[src/dl_macros.svh]
`ifndef DL_MACROS_SVH
`define DL_MACROS_SVH

// Download index values
// A cartridge is any index whose low six bits are at most DL_IDX_CART_MAX
`define DL_IDX_CART_MAX   6'h01
`define DL_IDX_CD_DATA    6'h02
`define DL_IDX_CD_AUDIO   6'h03
`define DL_IDX_CODE       8'hFF

// Field widths of the download stream and ROM port
`define DL_INDEX_W        8
`define DL_STREAM_AW      25
`define DL_WORD_W         16
`define DL_ROM_AW         24

// Header lines searched for the signature, ROM address bits 23 to 4
`define DL_SIG_LINE_A     20'h212
`define DL_SIG_LINE_B     20'h1F2

// Signature words, expected at line offsets 6, 8, 10 and 12
`define DL_SIG_WORD0      16'h4F50
`define DL_SIG_WORD1      16'h5550
`define DL_SIG_WORD2      16'h4F4C
`define DL_SIG_WORD3      16'h5355

`endif

[src/dl_pkg.sv]
`include "dl_macros.svh"

package dl_pkg;

	//////////////////////////////////////////////////////////////////////
	// Download stream
	//////////////////////////////////////////////////////////////////////

	// One beat from the download source
	typedef struct packed {
		logic                     active;
		logic                     wr;
		logic [`DL_INDEX_W-1:0]   index;
		logic [`DL_STREAM_AW-1:0] addr;
		logic [`DL_WORD_W-1:0]    data;
	} dl_stream_t;

	// One word towards the ROM store, byte address
	typedef struct packed {
		logic [`DL_ROM_AW-1:0] addr;
		logic [`DL_WORD_W-1:0] data;
	} rom_write_t;

	//////////////////////////////////////////////////////////////////////
	// Loader results
	//////////////////////////////////////////////////////////////////////

	// Cheat code, flags in the top word
	typedef struct packed {
		logic [31:0] flags;
		logic [31:0] addr;
		logic [31:0] compare;
		logic [31:0] replace;
	} cheat_code_t;

	// One CD byte with its strobes
	typedef struct packed {
		logic       data_wr;
		logic       audio_wr;
		logic [7:0] data;
	} cd_byte_t;

endpackage

[src/rom_image_loader.sv]
`timescale 1ns/10ps
`include "dl_macros.svh"

module rom_image_loader (
	input  logic               clk_sys,
	input  logic               reset,
	input  dl_pkg::dl_stream_t stream,
	input  logic               active,
	input  logic               bit_reverse,
	input  logic               rom_ack,
	output logic               stream_wait,
	output dl_pkg::rom_write_t rom_wr,
	output logic               rom_req,
	output logic [11:0]        rom_size,
	output logic [1:0]         sig_found,
	output logic               sgx
);

	logic                  active_d;
	logic                  start;
	logic                  word_wr;
	logic [`DL_ROM_AW-1:0] wr_addr;
	logic [`DL_WORD_W-1:0] data_rev;
	logic [`DL_WORD_W-1:0] word_in;
	logic [`DL_WORD_W-1:0] wr_data;
	logic                  sig_line;
	logic                  sig_bad;

	assign start   = active && !active_d;
	assign word_wr = stream.wr && active && !start;

	//////////////////////////////////////////////////////////////////////
	// Data path
	//////////////////////////////////////////////////////////////////////

	// Mirror each byte in place
	always_comb begin
		for (int i = 0; i < 8; i++) begin
			data_rev[i]     = stream.data[7 - i];
			data_rev[8 + i] = stream.data[15 - i];
		end
	end

	assign word_in = bit_reverse ? data_rev : stream.data;

	// Word is held for the store until the next strobe
	always_ff @(posedge clk_sys) begin
		if (word_wr) begin
			wr_data <= word_in;
		end
	end

	assign rom_wr   = '{addr: wr_addr, data: wr_data};
	assign rom_size = wr_addr[`DL_ROM_AW-1:12];

	//////////////////////////////////////////////////////////////////////
	// Signature check
	//////////////////////////////////////////////////////////////////////

	// Two candidate header lines, one per 8 KB bank
	assign sig_line = (wr_addr[`DL_ROM_AW-1:4] == `DL_SIG_LINE_A) ||
		(wr_addr[`DL_ROM_AW-1:4] == `DL_SIG_LINE_B);

	always_comb begin
		case (wr_addr[3:0])
			4'd6:    sig_bad = (word_in != `DL_SIG_WORD0);
			4'd8:    sig_bad = (word_in != `DL_SIG_WORD1);
			4'd10:   sig_bad = (word_in != `DL_SIG_WORD2);
			4'd12:   sig_bad = (word_in != `DL_SIG_WORD3);
			default: sig_bad = 1'b0;
		endcase
	end

	//////////////////////////////////////////////////////////////////////
	// Toggle handshake
	//////////////////////////////////////////////////////////////////////

	always_ff @(posedge clk_sys) begin
		if (reset) begin
			active_d    <= 1'b0;
			stream_wait <= 1'b0;
			rom_req     <= 1'b0;
			wr_addr     <= '0;
			sig_found   <= 2'b11;
			sgx         <= 1'b0;
		end else begin
			active_d <= active;
			if (start) begin
				// New image, odd index marks a SuperGrafx cartridge
				wr_addr   <= '0;
				sig_found <= 2'b11;
				sgx       <= stream.index[0];
			end else if (word_wr) begin
				stream_wait <= 1'b1;
				rom_req     <= ~rom_req;
				if (sig_line && sig_bad) begin
					sig_found[wr_addr[13]] <= 1'b0;
				end
			end else if (stream_wait && (rom_ack == rom_req)) begin
				// Store caught up, release the source
				stream_wait <= 1'b0;
				wr_addr     <= wr_addr + `DL_ROM_AW'd2;
			end
		end
	end

endmodule

[src/cheat_code_loader.sv]
`timescale 1ns/10ps

module cheat_code_loader (
	input  logic                clk_sys,
	input  logic                reset,
	input  dl_pkg::dl_stream_t  stream,
	input  logic                active,
	output dl_pkg::cheat_code_t code,
	output logic                code_valid
);

	logic word_wr;

	assign word_wr = stream.wr && active;

	// Last word of a record sits at offset 14
	always_ff @(posedge clk_sys) begin
		if (reset) begin
			code_valid <= 1'b0;
		end else begin
			code_valid <= word_wr && (stream.addr[3:0] == 4'd14);
		end
	end

	//////////////////////////////////////////////////////////////////////
	// Field assembly
	//////////////////////////////////////////////////////////////////////

	// Bottom word first, then top word, for each field
	always_ff @(posedge clk_sys) begin
		if (word_wr) begin
			case (stream.addr[3:0])
				4'd0:  code.flags[15:0]    <= stream.data;
				4'd2:  code.flags[31:16]   <= stream.data;
				4'd4:  code.addr[15:0]     <= stream.data;
				4'd6:  code.addr[31:16]    <= stream.data;
				4'd8:  code.compare[15:0]  <= stream.data;
				4'd10: code.compare[31:16] <= stream.data;
				4'd12: code.replace[15:0]  <= stream.data;
				4'd14: code.replace[31:16] <= stream.data;
				default: begin
				end
			endcase
		end
	end

endmodule

[src/cd_sector_unpacker.sv]
`timescale 1ns/10ps

module cd_sector_unpacker (
	input  logic               clk_sys,
	input  logic               reset,
	input  dl_pkg::dl_stream_t stream,
	input  logic               data_active,
	input  logic               audio_active,
	output dl_pkg::cd_byte_t   cd_out,
	output logic               cd_mode
);

	logic        any_active;
	logic        active_d;
	logic        start;
	logic        head_pos;
	logic [14:0] byte_len;
	logic [14:0] byte_cnt;
	logic        word_pending;
	logic        phase;
	logic        byte_sel;
	logic        data_stb;
	logic        audio_stb;
	logic [15:0] word_q;

	assign any_active = data_active || audio_active;
	assign start      = any_active && !active_d;

	// Low byte first, selector flips after each strobe
	assign cd_out = '{
		data_wr:  data_stb,
		audio_wr: audio_stb,
		data:     byte_sel ? word_q[15:8] : word_q[7:0]
	};

	//////////////////////////////////////////////////////////////////////
	// Header and byte sequencing
	//////////////////////////////////////////////////////////////////////

	always_ff @(posedge clk_sys) begin
		if (reset || start) begin
			active_d     <= any_active && !reset;
			head_pos     <= 1'b0;
			byte_len     <= '0;
			byte_cnt     <= '0;
			cd_mode      <= 1'b0;
			word_pending <= 1'b0;
			phase        <= 1'b0;
			byte_sel     <= 1'b0;
			data_stb     <= 1'b0;
			audio_stb    <= 1'b0;
		end else begin
			active_d <= any_active;

			// One strobe cycle, then one idle cycle per byte
			if (word_pending) begin
				if (!phase) begin
					phase     <= 1'b1;
					data_stb  <= data_active;
					audio_stb <= audio_active;
				end else begin
					phase     <= 1'b0;
					data_stb  <= 1'b0;
					audio_stb <= 1'b0;
					byte_sel  <= ~byte_sel;
					byte_cnt  <= byte_cnt + 15'd1;
					// Pair ends early on the last byte of the sector
					if (byte_sel || (byte_cnt >= byte_len - 15'd1)) begin
						word_pending <= 1'b0;
					end
				end
			end

			if (stream.wr && any_active) begin
				if (!head_pos) begin
					{cd_mode, byte_len} <= stream.data;
					byte_cnt <= '0;
					head_pos <= 1'b1;
				end else if (byte_cnt < byte_len) begin
					word_pending <= 1'b1;
					byte_sel     <= 1'b0;
					word_q       <= stream.data;
				end
			end
		end
	end

endmodule

[src/download_router.sv]
`timescale 1ns/10ps
`include "dl_macros.svh"

module download_router (
	input  logic                clk_sys,
	input  logic                reset,
	input  dl_pkg::dl_stream_t  stream,
	input  logic                rom_bit_reverse,
	output logic                stream_wait,
	output dl_pkg::rom_write_t  rom_wr,
	output logic                rom_req,
	input  logic                rom_ack,
	output logic [11:0]         rom_size,
	output logic [1:0]          sig_found,
	output logic                sgx,
	output dl_pkg::cheat_code_t code,
	output logic                code_valid,
	output dl_pkg::cd_byte_t    cd_out,
	output logic                cd_mode
);

	logic cart_active;
	logic code_active;
	logic cd_data_active;
	logic cd_audio_active;

	//////////////////////////////////////////////////////////////////////
	// Index decode
	//////////////////////////////////////////////////////////////////////

	assign cart_active     = stream.active && (stream.index[5:0] <= `DL_IDX_CART_MAX);
	assign code_active     = stream.active && (stream.index == `DL_IDX_CODE);
	assign cd_data_active  = stream.active && (stream.index[5:0] == `DL_IDX_CD_DATA);
	assign cd_audio_active = stream.active && (stream.index[5:0] == `DL_IDX_CD_AUDIO);

	//////////////////////////////////////////////////////////////////////
	// Loaders
	//////////////////////////////////////////////////////////////////////

	rom_image_loader u_rom_loader (
		.clk_sys     (clk_sys),
		.reset       (reset),
		.stream      (stream),
		.active      (cart_active),
		.bit_reverse (rom_bit_reverse),
		.rom_ack     (rom_ack),
		.stream_wait (stream_wait),
		.rom_wr      (rom_wr),
		.rom_req     (rom_req),
		.rom_size    (rom_size),
		.sig_found   (sig_found),
		.sgx         (sgx)
	);

	cheat_code_loader u_code_loader (
		.clk_sys    (clk_sys),
		.reset      (reset),
		.stream     (stream),
		.active     (code_active),
		.code       (code),
		.code_valid (code_valid)
	);

	cd_sector_unpacker u_cd_unpacker (
		.clk_sys      (clk_sys),
		.reset        (reset),
		.stream       (stream),
		.data_active  (cd_data_active),
		.audio_active (cd_audio_active),
		.cd_out       (cd_out),
		.cd_mode      (cd_mode)
	);

endmodule

[config.mk]
export PLATFORM = sky130hd
export DESIGN_NAME = download_router
export DESIGN_NICKNAME = d
export VERILOG_FILES = /design/src/dl_pkg.sv /design/src/rom_image_loader.sv /design/src/cheat_code_loader.sv /design/src/cd_sector_unpacker.sv /design/src/download_router.sv
export VERILOG_INCLUDE_DIRS = /design/src
export SDC_FILE = /design/constraint.sdc
export NUM_CORES = 1
export LEC_CHECK = 0
export ABC_AREA = 1
export CAP_MARGIN = 20
export CORE_MARGIN = 10
export CORE_UTILIZATION = 55
export CTS_BUF_LIST = sky130_fd_sc_hd__clkbuf_16
export DETAILED_ROUTE_END_ITERATION = 8
export DONT_BUFFER_PORTS = 1
export HOLD_SLACK_MARGIN = 0.08
export PLACE_DENSITY = 0.66
export SLEW_MARGIN = 40
export SYNTH_ARGS = -nofsm -noshare
export SYNTH_HDL_FRONTEND = slang
export SYNTH_HIERARCHICAL = 1
export SYNTH_SLANG_ARGS = --single-unit
[constraint.sdc]
create_clock -name clk_sys -period 2.5 [get_ports clk_sys]
set_input_delay 0.25 -clock clk_sys [delete_from_list [all_inputs] [get_ports clk_sys]]
set_output_delay 0.25 -clock clk_sys [all_outputs]
set_load 0.05 [all_outputs]
==> reports/metrics.cfg <==
[outcome]
status = complete, no violations

[clock_network]
cts_max_level = 1
clock_path_buffers = 3
clk_pin_slew_worst_paths_ns = 0.06
cts_tree = yes
cts_buffers = 24
cts_sinks = 228
cts_root_buf = clkbuf_16
worstSkewPairLatency_ns = 0.52

[synth]
ys_types = 42
synth_area_per_cell_sq_um = 10.17
synthFlopType = edfxtp_1
yosysTopAreaCellShare = 0.4849
netlist_area_sq_mm = 0.009908
mappedNetlistNets = 1065
ys_top_cells_by_area = edfxtp_1, dfxtp_1, nand2_1, ha_1, inv_1
synthCells = 974
ys_seq_area_frac = 0.6223
ys_top_cells_by_count = nand2_1, edfxtp_1, inv_1
ys_seq_elements = 228
async_flop_share = 0
ys_warn_count = 6
synth.most_common_cell = nand2_1
synth-edff-count = 160
yosysTopAreaCell = edfxtp_1

[setup_path]
cp_max_fo = 4
cp_data_required_time_ns = 2.92
worstSetupPathType = register to register
worstPathCellList = inv_2, ha_4, nand2_2, nor2_4, nand4_4, or2_4, nor2_2, xor2_1, ha_1, nand2_2, inv_1, nand2_1, nor2_1, nand2_1, nand4_1, nand2_1, nand2_1, nand2_1
startpoint_type = register
crit_arrival_ns = 2.76
cp-end-kind = register
cp_common_cell = nand2_1
slowest_delay_ns = 0.32
slowest_stage = dfxtp_1

[sta]
fin_ws_ns = 0.1574
hold_viol_final = 0
finClkSkew_ns = 0.02233
finalCritPeriodShare = 0.9370
maxSlewHeadroom = 0.5586
drv_slew = 0
setup_viol = 0
worst_pin_slew_ns = 0.6613
min_period_ns = 2.343
fmax_mhz = 426.9

[placement]
post_dp_cell_area_sq_mm = 0.01029
port_buffers = 0
hpwl_microns = 17940
place_ws_ns = 0.05844
gp_congestion = 0.9100
dp.cells = 1212

[die]
die_h_microns = 154.2
row_count = 49
dieArea_sq_mm = 0.02378
start_util = 0.5554
die_x_microns = 154.2
fp.coreArea_sq_mm = 0.01784
io_pins = 252

[grt]
grt_overflow = 0
antenna_found_initial = 2
grt_first_pass_wirelength_microns = 39430
grt_max_degree = 32
grt_pass1_vias = 6671
gr-usage-all-layers = 0.2097

[min_path]
hp-class = input port to register

[cells_and_area]
fillers = 1392
fin_area_sq_mm = 0.01146
final_cells = 1286
nets = 1128
area_delta_synth_final_pct = 15.66
drive_gt1_frac = 0.1299

[pwr]
power_mw = 8.084
power.leakage_nw = 4.524
powerDensity_mw_per_mm2 = 705.4
vdd_ir_drop_max_uv = 711.2

[drt]
wl_per_cell_microns = 20.14
viasPerCell = 5.437
ant_nets = 0
drtIter0Drc = 532
route.detailed.drc = 0
vias = 6992
wirelength_microns = 25890
dr.pass1.iters = 8

[flow_run]
maxCapViolations = 0

[critical path, delay by kind of cell, from the launching register on]
family        cells  cell delay, ns
xor+xnor          1            0.08
fa+ha+maj         2            0.47
buf+inv           2            0.17
flops             1            0.32
simple gates     13            1.22
[sequential cells by signal, indices dropped and copies added (netlist names), 2 cells and up]
name,count
u_rom_loader/wr_addr,23
u_cd_unpacker/word_q,16
u_rom_loader/wr_data,16
u_cd_unpacker/byte_len,15
u_rom_loader/sig_found,2
u_code_loader/code,128
u_cd_unpacker/byte_cnt,15
[per-stage QoR]
| stage | utilization | hold slack, ns | TNS (ns) |
|---|---|---|---|
| finish | 0.6423 | 0.09071 | 0 |
| global route | 0.6422 | 0.1413 | -0.03312 |
| CTS | 0.6393 | 0.08212 | 0 |
| detailed placement | 0.5768 | 0.3199 | 0 |
| global placement | 0.5766 | 0.3196 | 0 |
| floorplan | - | 0.3169 | 0 |
[path summary, 6_finish.rpt]
check / start / endpoint / slack [ns] / depth (start not counted)
hold reg to reg: u_rom_loader/wr_addr[17] / u_rom_loader/wr_addr[17] / 0.51 / 2
hold / removal: rom_bit_reverse / u_rom_loader/wr_data[4] / 0.09 / 2
setup / recovery: u_cd_unpacker/byte_len[0] / u_cd_unpacker/word_pending / 0.16 / 18
setup reg to reg: u_cd_unpacker/byte_len[0] / u_cd_unpacker/word_pending / 0.16 / 18
[placed cells by master, fill, tap and decap left out, drive strengths merged, types with 15 or more instances in the layout]
cell	synthesis	routed
a21oi	59	59
nand3	37	37
dlygate4sd3	0	26
nor2	104	104
nand4	16	16
nand2	250	250
ha	36	36
dfxtp	68	68
nor3	26	26
edfxtp	160	160
o21ai	44	44
buf	25	39
clkbuf	3	24
inv	116	121
xor2	15	15
[report_power, final]
part	internal [mW]	switching [mW]	leakage [nW]	total, mW
Sequential	4.04	0.00358	1.99	4.04
Clock	2.29	1.49	0.435	3.77
Combinational	0.0802	0.187	2.10	0.267
Total	6.41	1.68	4.52	8.08
[per-layer routing]
metal,up-vias,global-route usage,wire (microns)
met1,3318,0.2573,10290
met5,-,0,0
met4,0,0.07737,782
met2,278,0.3403,12560
li1,3346,-,-
met3,50,0.06572,2258
[cells by family (layout without fill, tap and decap cells)]
group | Yosys count | in the layout | synth area share
simple gates | 439 | 439 | 0.1967
flops | 228 | 228 | 0.6223
buf+inv | 145 | 226 | 0.06402
compound gates | 108 | 108 | 0.05607
fa+ha+maj | 36 | 36 | 0.04546
xor+xnor | 17 | 17 | 0.01503
other cells | 1 | 3 | 0.0003785
[final cells by class]
cell class / count / area [sq um] / share of cell area
Tap cell: 229 / 286.5 / 0.02500
Sequential cell: 228 / 6166 / 0.5381
Antenna cell: 2 / 5.005 / 0.0004367
Inverter: 117 / 441.7 / 0.03854
Clock inverter: 20 / 255.2 / 0.02227
Clock buffer: 24 / 600.6 / 0.05241
Multi-Input combinational cell: 601 / 3152 / 0.2750
Timing Repair Buffer: 65 / 553.0 / 0.04826
[timing repair]
action                                  4_1_cts  5_1_grt
resized for setup                             0        9
setup buffers                                 0        2
hold buffers                                 26        0
hold endpoints to repair                    201        0
endpoints found under the setup margin        0        1
No activity file was read; power rests on OpenSTA's default activity.
